--- src/hw/loopFilterPkg.sv ---
package loopFilterPkg;

    // Fixed number formats of the loop filter
    localparam int errorWidth = 8;
    localparam int accWidth   = 32;
    localparam int expWidth   = 5;

    // Write port addresses outside this map are ignored
    typedef enum logic [1:0] {
        addrGains   = 2'd0,
        addrPreload = 2'd1
    } cfgAddrT;

    // Gain register layout, MSB first
    typedef struct packed {
        logic [accWidth-2*expWidth-3:0] reserved;
        logic                           holdIntegrator;
        logic                           loopEnable;
        logic [expWidth-1:0]            lagExp;
        logic [expWidth-1:0]            leadExp;
    } gainViewT;

    // Write data word, interpreted by address
    typedef union packed {
        gainViewT                   gains;
        logic signed [accWidth-1:0] preload;
    } cfgWordT;

    // Configuration seen by the datapath
    typedef struct packed {
        logic [expWidth-1:0] leadExp;
        logic [expWidth-1:0] lagExp;
        logic                holdIntegrator;
        logic                loopEnable;
    } loopCfgT;

endpackage
--- src/hw/loopFilter.sv ---
`timescale 1ns/1ps

module loopFilter (
    input  logic                                          clk,
    input  logic                                          reset,
    input  logic                                          clkEn,
    input  logic signed [loopFilterPkg::errorWidth-1:0]   error,
    input  logic                                          wrEn,
    input  loopFilterPkg::cfgAddrT                        wrAddr,
    input  loopFilterPkg::cfgWordT                        wrData,
    output logic signed [loopFilterPkg::accWidth-1:0]     filterOut,
    output logic                                          outValid
);
    import loopFilterPkg::*;

    loopCfgT                    cfg;
    logic                       sampleEn;
    logic                       sumEn;
    logic                       preloadEn;
    logic signed [accWidth-1:0] preloadValue;
    logic signed [accWidth-1:0] leadError;
    logic signed [accWidth-1:0] lagError;

    loopControl iControl (
        .clk          (clk),
        .reset        (reset),
        .clkEn        (clkEn),
        .wrEn         (wrEn),
        .wrAddr       (wrAddr),
        .wrData       (wrData),
        .cfg          (cfg),
        .sampleEn     (sampleEn),
        .sumEn        (sumEn),
        .preloadEn    (preloadEn),
        .preloadValue (preloadValue),
        .outValid     (outValid)
    );

    // Proportional path
    leadGain iLead (
        .clk       (clk),
        .reset     (reset),
        .clkEn     (sampleEn),
        .error     (error),
        .leadExp   (cfg.leadExp),
        .leadError (leadError)
    );

    // Integral path input
    leadGain iLag (
        .clk       (clk),
        .reset     (reset),
        .clkEn     (sampleEn),
        .error     (error),
        .leadExp   (cfg.lagExp),
        .leadError (lagError)
    );

    loopIntegrator iIntegrator (
        .clk          (clk),
        .reset        (reset),
        .sumEn        (sumEn),
        .cfg          (cfg),
        .preloadEn    (preloadEn),
        .preloadValue (preloadValue),
        .leadError    (leadError),
        .lagError     (lagError),
        .filterOut    (filterOut)
    );

endmodule

--- src/hw/loopIntegrator.sv ---
`timescale 1ns/1ps

module loopIntegrator (
    input  logic                                        clk,
    input  logic                                        reset,
    input  logic                                        sumEn,
    input  loopFilterPkg::loopCfgT                      cfg,
    input  logic                                        preloadEn,
    input  logic signed [loopFilterPkg::accWidth-1:0]   preloadValue,
    input  logic signed [loopFilterPkg::accWidth-1:0]   leadError,
    input  logic signed [loopFilterPkg::accWidth-1:0]   lagError,
    output logic signed [loopFilterPkg::accWidth-1:0]   filterOut
);
    import loopFilterPkg::*;

    localparam logic signed [accWidth-1:0] accMax = {1'b0, {(accWidth-1){1'b1}}};
    localparam logic signed [accWidth-1:0] accMin = {1'b1, {(accWidth-1){1'b0}}};

    logic signed [accWidth-1:0] acc;
    logic signed [accWidth-1:0] accNext;
    logic signed [accWidth-1:0] outNext;

    // Add with clamp to the signed range
    function automatic logic signed [accWidth-1:0] satAdd(
        input logic signed [accWidth-1:0] a,
        input logic signed [accWidth-1:0] b
    );
        logic [accWidth:0] wide;
        wide = {a[accWidth-1], a} + {b[accWidth-1], b};
        // Overflow when the guard bit disagrees with the sign bit
        if (wide[accWidth] != wide[accWidth-1]) begin
            return wide[accWidth] ? accMin : accMax;
        end
        return wide[accWidth-1:0];
    endfunction

    assign accNext = cfg.holdIntegrator ? acc : satAdd(acc, lagError);

    // Proportional term on top of the updated integral
    assign outNext = satAdd(accNext, leadError);

    always_ff @(posedge clk) begin
        if (reset) begin
            acc       <= '0;
            filterOut <= '0;
        end else begin
            // Preload wins over a sample in the same cycle
            if (preloadEn) begin
                acc <= preloadValue;
            end else if (sumEn) begin
                acc <= accNext;
            end
            if (sumEn) begin
                filterOut <= outNext;
            end
        end
    end

endmodule

--- src/hw/leadGain.sv ---
`timescale 1ns/1ps

module leadGain (
    input  logic                                          clk,
    input  logic                                          reset,
    input  logic                                          clkEn,
    input  logic signed [loopFilterPkg::errorWidth-1:0]   error,
    input  logic [loopFilterPkg::expWidth-1:0]            leadExp,
    output logic signed [loopFilterPkg::accWidth-1:0]     leadError
);
    import loopFilterPkg::*;

    // Exponent with a gain of exactly one
    localparam logic [expWidth-1:0] unityExp = expWidth'(errorWidth - 1);

    logic signed [accWidth-1:0] extError;
    logic [expWidth-1:0]        rightShift;
    logic [expWidth-1:0]        leftShift;
    logic [accWidth-1:0]        fillMask;
    logic signed [accWidth-1:0] scaled;

    assign extError   = {{(accWidth-errorWidth){error[errorWidth-1]}}, error};
    assign rightShift = unityExp - leadExp;
    assign leftShift  = leadExp - unityExp;

    // Low bits vacated by a left shift take the sign
    assign fillMask = (accWidth'(1) << leftShift) - accWidth'(1);

    always_comb begin
        if (leadExp == '0) begin
            scaled = '0;
        end else if (leadExp <= unityExp) begin
            scaled = extError >>> rightShift;
        end else if (error[errorWidth-1]) begin
            scaled = (extError <<< leftShift) | signed'(fillMask);
        end else begin
            scaled = extError <<< leftShift;
        end
    end

    always_ff @(posedge clk) begin
        if (reset) begin
            leadError <= '0;
        end else if (clkEn) begin
            leadError <= scaled;
        end
    end

endmodule

--- src/hw/loopControl.sv ---
`timescale 1ns/1ps

module loopControl (
    input  logic                                        clk,
    input  logic                                        reset,
    input  logic                                        clkEn,
    input  logic                                        wrEn,
    input  loopFilterPkg::cfgAddrT                      wrAddr,
    input  loopFilterPkg::cfgWordT                      wrData,
    output loopFilterPkg::loopCfgT                      cfg,
    output logic                                        sampleEn,
    output logic                                        sumEn,
    output logic                                        preloadEn,
    output logic signed [loopFilterPkg::accWidth-1:0]   preloadValue,
    output logic                                        outValid
);
    import loopFilterPkg::*;

    logic gainWrite;

    // Address decode of the write port
    assign gainWrite = wrEn && (wrAddr == addrGains);
    assign preloadEn = wrEn && (wrAddr == addrPreload);

    // Preload view of the data word goes straight to the integrator
    assign preloadValue = wrData.preload;

    // Gain register, loaded from the gains view
    always_ff @(posedge clk) begin
        if (reset) begin
            cfg <= '0;
        end else if (gainWrite) begin
            cfg.leadExp        <= wrData.gains.leadExp;
            cfg.lagExp         <= wrData.gains.lagExp;
            cfg.holdIntegrator <= wrData.gains.holdIntegrator;
            cfg.loopEnable     <= wrData.gains.loopEnable;
        end
    end

    // Samples are dropped while the loop is disabled
    assign sampleEn = clkEn && cfg.loopEnable;

    // Sum stage enable and output strobe follow the sample strobe
    always_ff @(posedge clk) begin
        if (reset) begin
            sumEn    <= 1'b0;
            outValid <= 1'b0;
        end else begin
            sumEn    <= sampleEn;
            outValid <= sumEn;
        end
    end

endmodule

--- config.mk ---
export PLATFORM = sky130hd
export DESIGN_NAME = loopFilter
export DESIGN_NICKNAME = d
export VERILOG_FILES = /design/src/hw/loopFilterPkg.sv /design/src/hw/loopFilter.sv /design/src/hw/loopIntegrator.sv /design/src/hw/leadGain.sv /design/src/hw/loopControl.sv
export SDC_FILE = /design/constraint.sdc
export NUM_CORES = 1
export LEC_CHECK = 0
export ABC_AREA = 1
export BUFFER_PORTS_ARGS = -buffer_cell sky130_fd_sc_hd__buf_2
export CORE_UTILIZATION = 31
export CTS_CLUSTER_DIAMETER = 200
export DETAILED_ROUTE_END_ITERATION = 8
export PLACE_DENSITY_LB_ADDON = 0.08
export SLEW_MARGIN = 20
export SYNTH_ARGS = -nofsm -noshare
export SYNTH_HDL_FRONTEND = slang
export SYNTH_SLANG_ARGS = --single-unit
--- constraint.sdc ---
create_clock -name clk -period 5.1 [get_ports clk]
set_input_delay 0.765 -clock clk [delete_from_list [all_inputs] [get_ports clk]]
set_output_delay 0.765 -clock clk [all_outputs]
set_load 0.01 [all_outputs]
==> results of run 1 <==
layout by cell type (no fill, tap or decap), types with 27 or more instances in the layout:
master / n
sky130_fd_sc_hd__o21ai_0: 177
sky130_fd_sc_hd__nand2_1: 913
sky130_fd_sc_hd__dfxtp_1: 142
sky130_fd_sc_hd__nand2_2: 27
sky130_fd_sc_hd__inv_1: 223
sky130_fd_sc_hd__buf_4: 27
sky130_fd_sc_hd__buf_2: 77
sky130_fd_sc_hd__nand3_1: 140
sky130_fd_sc_hd__nor2_1: 239
sky130_fd_sc_hd__xor2_1: 32
sky130_fd_sc_hd__a21oi_1: 253
sky130_fd_sc_hd__ha_1: 83
sky130_fd_sc_hd__nand3b_1: 35
sky130_fd_sc_hd__xnor2_1: 28
final cells by class:
cell class              instances  area (µm²)
clock buffers                  19         443
repair buffers                106         619
flip-flops and latches        142        2840
multi-input cells            2149       10900
well taps                     615         769
clock inverters                12        88.8
fillers                      5475       31500
inverters                     230         863
report_power, final:
| group | internal [mW] | switching, mW |
|---|---|---|
| sequential | 1.14 | 0.0345 |
| clock | 0.633 | 0.560 |
| combinational | 0.297 | 0.679 |
sequential cells by signal (all words and copies together), names as in the netlist:
register / flops
iControl.sumEn: 1
iIntegrator.filterOut: 32
iControl.cfg: 12
iIntegrator.acc: 32
iControl.outValid: 1
iLead.leadError: 32
iLag.leadError: 32
routing by layer:
layer	up-vias	global-route usage	share of wire
li1	8599	-	-
met1	7688	0.354	0.51
met2	389	0.370	0.43
met3	41	0.0286	0.043
met4	0	0.0576	0.015
met5	-	0	0
worst max-delay path by stage:
stage                       start                         to  cells after the start
4_1_cts        iIntegrator.acc[0]  iIntegrator.filterOut[30]                     29
2_1_floorplan  iIntegrator.acc[0]  iIntegrator.filterOut[16]                     27
3_5_place_dp   iIntegrator.acc[0]   iIntegrator.filterOut[1]                     29
5_1_grt        iIntegrator.acc[0]  iIntegrator.filterOut[16]                     28
3_3_place_gp   iIntegrator.acc[0]  iIntegrator.filterOut[22]                     26
6_report       iIntegrator.acc[0]  iIntegrator.filterOut[22]                     24
through the flow:
stage,instances,utilization,area [µm²],setup WS (ps),power [mW]
after detailed placement,3242,0.333,16000,371,2.16
after floorplan,2627,-,15200,990,1.88
after global routing,3273,0.344,16600,2.62,3.53
final,3273,0.344,16600,426,3.34
after global placement,3242,0.333,16000,449,2.16
after CTS,3273,0.344,16500,322,3.37
worst max-delay path: stages, from the launching register on:
cell and delay, ps:
sky130_fd_sc_hd__dfxtp_1 320, sky130_fd_sc_hd__ha_1 250, sky130_fd_sc_hd__fa_1 400, sky130_fd_sc_hd__nand2_1 100
sky130_fd_sc_hd__nand3_1 120, sky130_fd_sc_hd__nand3_1 120, sky130_fd_sc_hd__nand2_1 100, sky130_fd_sc_hd__nand2_1 90
sky130_fd_sc_hd__nand2_2 80, sky130_fd_sc_hd__nand2_1 110, sky130_fd_sc_hd__nand2_1 70, sky130_fd_sc_hd__nand2_1 80
sky130_fd_sc_hd__nand2_2 80, sky130_fd_sc_hd__a21oi_1 230, sky130_fd_sc_hd__a21boi_0 220, sky130_fd_sc_hd__ha_1 260
sky130_fd_sc_hd__fa_1 430, sky130_fd_sc_hd__nand3_1 90, sky130_fd_sc_hd__nand2_1 120, sky130_fd_sc_hd__a21boi_0 310
sky130_fd_sc_hd__o21ai_1 240, sky130_fd_sc_hd__a21oi_1 290, sky130_fd_sc_hd__xor2_1 300, sky130_fd_sc_hd__nand2_1 90
sky130_fd_sc_hd__a21oi_1 130
cell families after synthesis:
logic type	count (synthesis)	share of synthesized area
flops	142	0.187
mux	3	0.00198
buf+inv	336	0.0941
xor+xnor	60	0.0346
compound gates	546	0.201
simple gates	1455	0.410
fa+ha+maj	85	0.0711
repair_timing:
action,4_1_cts,5_1_grt
hold buffers,0,0
gates resized for setup,0,9
endpoints found under the hold margin,0,0
endpoints found under the setup margin,0,31
==> impl_metrics.prom, run 1 <==
# TYPE chip_impl_metric gauge
chip_impl_info{name="timing.setup.critical_path_class",value="flip-flop to flip-flop"} 1
chip_impl_metric{name="layout-drive-gt1-share",unit=""} 0.0948
chip_impl_metric{name="post-synth-top-area-fraction",unit=""} 0.226
chip_impl_metric{name="required",unit="ps"} 5510
chip_impl_info{name="ys.flop_type",value="sky130_fd_sc_hd__dfxtp_1"} 1
chip_impl_metric{name="fin_hold_ws",unit="ps"} 464
chip_impl_metric{name="clkSlewWorstSetupHoldPaths",unit="ps"} 60
chip_impl_metric{name="antenna_found_initial",unit=""} 0
chip_impl_metric{name="antenna_violation_net_count_after_detailed_routing",unit=""} 0
chip_impl_metric{name="detail_route.wl_per_cell",unit="µm"} 18.4
chip_impl_metric{name="drt_first_pass_iters",unit=""} 5
chip_impl_metric{name="worst_ir_drop_vdd",unit="mV"} 0.227
chip_impl_metric{name="arrival",unit="ps"} 5080
chip_impl_metric{name="clock-sinks",unit=""} 142
chip_impl_metric{name="finalHoldViolations",unit=""} 0
chip_impl_metric{name="power_per_cell_area",unit="nW/µm²"} 202
chip_impl_metric{name="ys.warnings.count",unit=""} 0
chip_impl_info{name="cts_tree",value="built"} 1
chip_impl_metric{name="top_level_ports",unit=""} 79
chip_impl_metric{name="floorplan.initialDensity",unit=""} 0.316
chip_impl_metric{name="max_slew.worst_pin.slew",unit="ps"} 998
chip_impl_info{name="count_leader_synth",value="sky130_fd_sc_hd__nand2_1"} 1
chip_impl_metric{name="timing.clock.skew",unit="ps"} 18.9
chip_impl_metric{name="track_usage",unit=""} 0.241
chip_impl_metric{name="drt_first_iter_violations",unit=""} 1386
chip_impl_metric{name="port_buffers",unit=""} 78
chip_impl_metric{name="post-cts-setup-buffer-count",unit=""} 0
chip_impl_metric{name="antenna_cells_inserted",unit=""} 0
chip_impl_metric{name="placement_rows",unit=""} 80
chip_impl_metric{name="cp_max_fo",unit=""} 4
chip_impl_metric{name="detailedPlacementHpwl",unit="µm"} 48600
chip_impl_metric{name="r2r_slack",unit="ps"} 430
chip_impl_metric{name="synth_area",unit="µm²"} 15200
chip_impl_metric{name="count_of_flip_flops_with_a_built_in_enable_after_synthesis",unit=""} 0
chip_impl_metric{name="final_period_minus_worst_setup_slack",unit="ps"} 4670
chip_impl_info{name="hold_path_end",value="iIntegrator.filterOut[9]"} 1
chip_impl_metric{name="syn2layout_area_growth",unit="%"} 9.12
chip_impl_info{name="holdCritPathClass",value="flip-flop to flip-flop"} 1
chip_impl_metric{name="setup-violations-final",unit=""} 0
chip_impl_metric{name="die_width",unit="µm"} 223
chip_impl_info{name="endpoint_kind",value="flip-flop"} 1
chip_impl_metric{name="die-height",unit="µm"} 223
chip_impl_info{name="hold_start",value="iIntegrator.filterOut[9]"} 1
chip_impl_metric{name="cts_buffer_depth",unit=""} 2
chip_impl_metric{name="route.final.wire_length",unit="µm"} 60300
chip_impl_metric{name="vias_per_cell",unit=""} 5.11
chip_impl_metric{name="p_leak",unit="nW"} 7.98
chip_impl_metric{name="post_synth_num_cell_types",unit=""} 51
chip_impl_metric{name="grt_start_max_net_pins",unit=""} 72
chip_impl_info{name="synth_commonest_cells",value="sky130_fd_sc_hd__nand2_1 (914), sky130_fd_sc_hd__a21oi_1 (255), sky130_fd_sc_hd__nor2_1 (242)"} 1
chip_impl_metric{name="gp_congestion",unit=""} 0.975
chip_impl_metric{name="drv_cap",unit=""} 0
chip_impl_metric{name="timing.max_slew.rel_slack",unit=""} 0.335
chip_impl_metric{name="grt_remaining_overflow",unit=""} 0
chip_impl_metric{name="slew_violations",unit=""} 0
chip_impl_metric{name="post_layout_nets",unit=""} 2777
chip_impl_metric{name="synth_fp_nets",unit=""} 2758
chip_impl_metric{name="drc_errors",unit=""} 0
chip_impl_metric{name="die_area",unit="µm²"} 49800
chip_impl_info{name="synth_top_area_cell",value="sky130_fd_sc_hd__nand2_1"} 1
chip_impl_metric{name="cts_max_level",unit=""} 4
chip_impl_metric{name="total_cts_buffers",unit=""} 17
chip_impl_metric{name="post_synth.cell_area_avg",unit="µm²"} 5.77
chip_impl_info{name="reg2reg_to",value="iIntegrator.filterOut[22]"} 1
chip_impl_info{name="synth_top_cells_by_area",value="sky130_fd_sc_hd__nand2_1 (23%), sky130_fd_sc_hd__dfxtp_1 (19%), sky130_fd_sc_hd__a21oi_1 (8.4%), sky130_fd_sc_hd__ha_1 (6.8%), sky130_fd_sc_hd__nor2_1 (6.0%)"} 1
chip_impl_metric{name="synth-seq-area-share",unit=""} 0.187
chip_impl_info{name="launching_element_type_of_the_critical_path",value="flip-flop"} 1
chip_impl_metric{name="timing.final.crit_share",unit=""} 0.917
chip_impl_metric{name="dr_total_vias",unit=""} 16717
chip_impl_metric{name="whs_path_depth",unit=""} 2
chip_impl_metric{name="syn-instance-count",unit=""} 2627
chip_impl_info{name="reg2reg_from",value="iIntegrator.acc[0]"} 1
chip_impl_metric{name="fraction_of_registers_with_async_set_reset",unit=""} 0
chip_impl_metric{name="grt_pass1_vias",unit=""} 15596
chip_impl_metric{name="final.setup.tns",unit="ps"} 0
chip_impl_metric{name="global_route_wire_length_before_repair",unit="µm"} 92400
chip_impl_info{name="run_status",value="complete, no violations"} 1
chip_impl_metric{name="r2r.worst_path.cells",unit=""} 24
chip_impl_info{name="clock_tree_root_buffer_cell",value="sky130_fd_sc_hd__clkbuf_16"} 1
chip_impl_metric{name="yosys_register_bits",unit=""} 142
chip_impl_info{name="rsz0062_at_grt",value="false"} 1
chip_impl_metric{name="f_max",unit="GHz"} 0.214
chip_impl_metric{name="worstSkewPairLatency",unit="ps"} 480
chip_impl_metric{name="core_area",unit="µm²"} 48000
Note: power is estimated with default switching activity, not from simulation.
==> run 2: changes to the inputs <==
- GPL_TIMING_DRIVEN: unset -> 0
- clock period: 5.1 -> 5.27 ns (I/O delays scaled with it)
==> run 2 against run 1 <==
Effect of this change: sequential share of layout area fell by 0.47 points; sequential power decreased by 3%; combinational power grew 1%; clock-buffer cell count grew 2; design area grew 2.8%; sequential cell count unchanged; critical path depth increased by 3; first-iteration DRC count is 4.6% lower; critical endpoint is now iIntegrator.filterOut[11]; largest power group unchanged.
==> impl_metrics.prom, run 2 (synthesized netlist as in run 1, its figures left out) <==
# TYPE chip_impl_metric gauge
chip_impl_metric{name="worstSkewPairLatency",unit="ps"} 480
chip_impl_metric{name="setup-violations-final",unit=""} 0
chip_impl_info{name="timing.setup.critical_path_class",value="flip-flop to flip-flop"} 1
chip_impl_metric{name="dr_total_vias",unit=""} 17211
chip_impl_metric{name="drv_cap",unit=""} 0
chip_impl_info{name="cts_tree",value="built"} 1
chip_impl_info{name="worstSetupStartpoint",value="iLag.leadError[0]"} 1
chip_impl_metric{name="report.power.total",unit="mW"} 3.43
chip_impl_metric{name="arrival",unit="ps"} 5270
chip_impl_metric{name="final.setup.tns",unit="ps"} 0
chip_impl_metric{name="grt_start_max_net_pins",unit=""} 17
chip_impl_info{name="holdCritPathClass",value="flip-flop to flip-flop"} 1
chip_impl_metric{name="finalCoreUtilization",unit=""} 0.354
chip_impl_info{name="layout_commonest_cell",value="sky130_fd_sc_hd__nand2_1"} 1
chip_impl_metric{name="track_usage",unit=""} 0.247
chip_impl_metric{name="design_area",unit="µm²"} 17000
chip_impl_metric{name="timing.final.crit_share",unit=""} 0.933
chip_impl_metric{name="worst-path-buf-inv",unit=""} 1
chip_impl_metric{name="die_width",unit="µm"} 223
chip_impl_metric{name="grt_pass1_vias",unit=""} 15824
chip_impl_metric{name="core_area",unit="µm²"} 48000
chip_impl_metric{name="post_layout_nets",unit=""} 2855
chip_impl_info{name="cpMaxStageDelayCell",value="sky130_fd_sc_hd__fa_1"} 1
chip_impl_metric{name="cts_buffer_depth",unit=""} 2
chip_impl_info{name="hold_start",value="iLead.leadError[7]"} 1
chip_impl_metric{name="route.final.wire_length",unit="µm"} 62200
chip_impl_metric{name="max_slew.worst_pin.slew",unit="ps"} 733
chip_impl_info{name="run_status",value="complete, no violations"} 1
chip_impl_metric{name="detailedPlacementHpwl",unit="µm"} 52500
chip_impl_metric{name="timing.clock.skew",unit="ps"} 24.0
chip_impl_metric{name="clock-sinks",unit=""} 142
chip_impl_metric{name="final_cells",unit=""} 3352
chip_impl_info{name="critical-path-top-delay-family",value="simple AND/OR/NAND/NOR gates"} 1
chip_impl_metric{name="drt_first_iter_violations",unit=""} 1322
chip_impl_metric{name="port_buffers",unit=""} 76
chip_impl_metric{name="antenna_violation_net_count_after_detailed_routing",unit=""} 0
chip_impl_metric{name="total_cts_buffers",unit=""} 17
chip_impl_info{name="endpoint_kind",value="flip-flop"} 1
chip_impl_metric{name="clkSlewWorstSetupHoldPaths",unit="ps"} 60
chip_impl_metric{name="power_per_cell_area",unit="nW/µm²"} 202
chip_impl_metric{name="top_level_ports",unit=""} 79
chip_impl_info{name="cpMostUsedCell",value="sky130_fd_sc_hd__nand2_1"} 1
chip_impl_info{name="reg2reg_from",value="iLag.leadError[0]"} 1
chip_impl_metric{name="slew_violations",unit=""} 0
chip_impl_metric{name="floorplan.initialDensity",unit=""} 0.316
chip_impl_metric{name="drc_errors",unit=""} 0
chip_impl_metric{name="placement.setup.worst_slack",unit="ps"} -218
chip_impl_metric{name="die_area",unit="µm²"} 49800
chip_impl_metric{name="p_leak",unit="nW"} 8.19
chip_impl_metric{name="timing.final.ws_setup",unit="ps"} 356
chip_impl_metric{name="antenna_found_initial",unit=""} 1
chip_impl_metric{name="placement_rows",unit=""} 80
chip_impl_metric{name="die-height",unit="µm"} 223
chip_impl_metric{name="finalHoldViolations",unit=""} 0
chip_impl_metric{name="global_route_wire_length_before_repair",unit="µm"} 93500
chip_impl_metric{name="grt_remaining_overflow",unit=""} 0
chip_impl_metric{name="antenna_cells_inserted",unit=""} 0
chip_impl_info{name="clock_tree_root_buffer_cell",value="sky130_fd_sc_hd__clkbuf_16"} 1
chip_impl_metric{name="worst_path_largest_cell_delay",unit="ps"} 440
chip_impl_metric{name="n_fill_cell",unit=""} 5521
chip_impl_metric{name="vias_per_cell",unit=""} 5.13
chip_impl_metric{name="worst_ir_drop_vdd",unit="mV"} 0.249
chip_impl_info{name="launching_element_type_of_the_critical_path",value="flip-flop"} 1
chip_impl_metric{name="required",unit="ps"} 5630
chip_impl_metric{name="place_inst",unit=""} 3318
chip_impl_metric{name="syn2layout_area_growth",unit="%"} 12.2
chip_impl_metric{name="cts_max_level",unit=""} 4
chip_impl_metric{name="dpl_cell_area",unit="µm²"} 16300
chip_impl_info{name="most-common-layout-cells",value="sky130_fd_sc_hd__nand2_1 (914), sky130_fd_sc_hd__a21oi_1 (251), sky130_fd_sc_hd__nor2_1 (242)"} 1
chip_impl_metric{name="layout-drive-gt1-share",unit=""} 0.0997
chip_impl_metric{name="f_max",unit="GHz"} 0.203
chip_impl_metric{name="timing.max_slew.rel_slack",unit=""} 0.511
chip_impl_metric{name="final_period_minus_worst_setup_slack",unit="ps"} 4910
chip_impl_metric{name="fin_hold_ws",unit="ps"} 480
chip_impl_metric{name="detail_route.wl_per_cell",unit="µm"} 18.6
chip_impl_metric{name="drt_first_pass_iters",unit=""} 6
chip_impl_metric{name="gp_congestion",unit=""} 0.909
chip_impl_metric{name="cp_max_fo",unit=""} 10
chip_impl_metric{name="cts.hold.buffers_added",unit=""} 0
run 2: cell count changes in the layout (fill, tap and decap cells not counted), sizes merged:
cell / change
bufinv: +3
clkinvlp: -1
buf: +21
clkinv: -3
clkbuf: +59
run 2: power breakdown:
| group | internal [mW] | switching (mW) | leakage [nW] |
|---|---|---|---|
| clock | 0.775 | 0.539 | 0.296 |
| combinational | 0.308 | 0.681 | 6.74 |
| sequential | 1.10 | 0.0306 | 1.15 |
| total | 2.18 | 1.25 | 8.19 |
run 2: metal layers:
metal  global-route usage  routed length [µm]  vias up
li1                     -                   -     8758
met1                0.356               30900     7967
met2                0.388               27500      435
met3               0.0290                2910       51
met4               0.0603                 994        0
met5                    0                   0        -
run 2: final timing paths:
path / slack [ps] / to / depth (start not counted)
worst max-delay path: 360 / iIntegrator.filterOut[11] / 27
worst min-delay path: 480 / iLead.leadError[7] / 2
worst max register to register: 360 / iIntegrator.filterOut[11] / 27
worst min register to register: 480 / iLead.leadError[7] / 2
run 2: layout make-up:
class,count,area [µm²],area share
repair buffers,78,395,0.0232
flip-flops and latches,142,2840,0.167
clock buffers,21,460,0.0271
inverters,230,863,0.0507
clock inverters,11,156,0.00919
well taps,615,769,0.0452
plain buffers,106,574,0.0338
multi-input cells,2149,11000,0.644
run 2: repair_timing:
action | in CTS | in global routing
pin swaps | 0 | 1
endpoints found under the setup margin | 30 | 31
resized for setup | 2 | 16
setup buffers | 0 | 2
run 2: worst reg2reg max path, cell delays in order, from the launching register on:
cell and delay, ps:
sky130_fd_sc_hd__dfxtp_1 360, sky130_fd_sc_hd__ha_1 290, sky130_fd_sc_hd__fa_1 410, sky130_fd_sc_hd__nand2_1 90
sky130_fd_sc_hd__nand3_1 120, sky130_fd_sc_hd__nand3_1 140, sky130_fd_sc_hd__nand2_1 130, sky130_fd_sc_hd__nand2_1 100
sky130_fd_sc_hd__nand2_2 100, sky130_fd_sc_hd__nand2_1 120, sky130_fd_sc_hd__nand2_1 70, sky130_fd_sc_hd__nand2_1 80
sky130_fd_sc_hd__nand2_2 110, sky130_fd_sc_hd__a21oi_4 270, sky130_fd_sc_hd__a21boi_0 210, sky130_fd_sc_hd__ha_1 260
sky130_fd_sc_hd__fa_1 440, sky130_fd_sc_hd__nand3_1 90, sky130_fd_sc_hd__nand2_1 180, sky130_fd_sc_hd__a21oi_4 230
sky130_fd_sc_hd__o21ai_2 120, sky130_fd_sc_hd__nand2_1 90, sky130_fd_sc_hd__nand2_1 60, sky130_fd_sc_hd__nand2_1 80
sky130_fd_sc_hd__nand2_1 130, sky130_fd_sc_hd__a21oi_2 220, sky130_fd_sc_hd__clkbuf_4 240, sky130_fd_sc_hd__a21oi_1 90
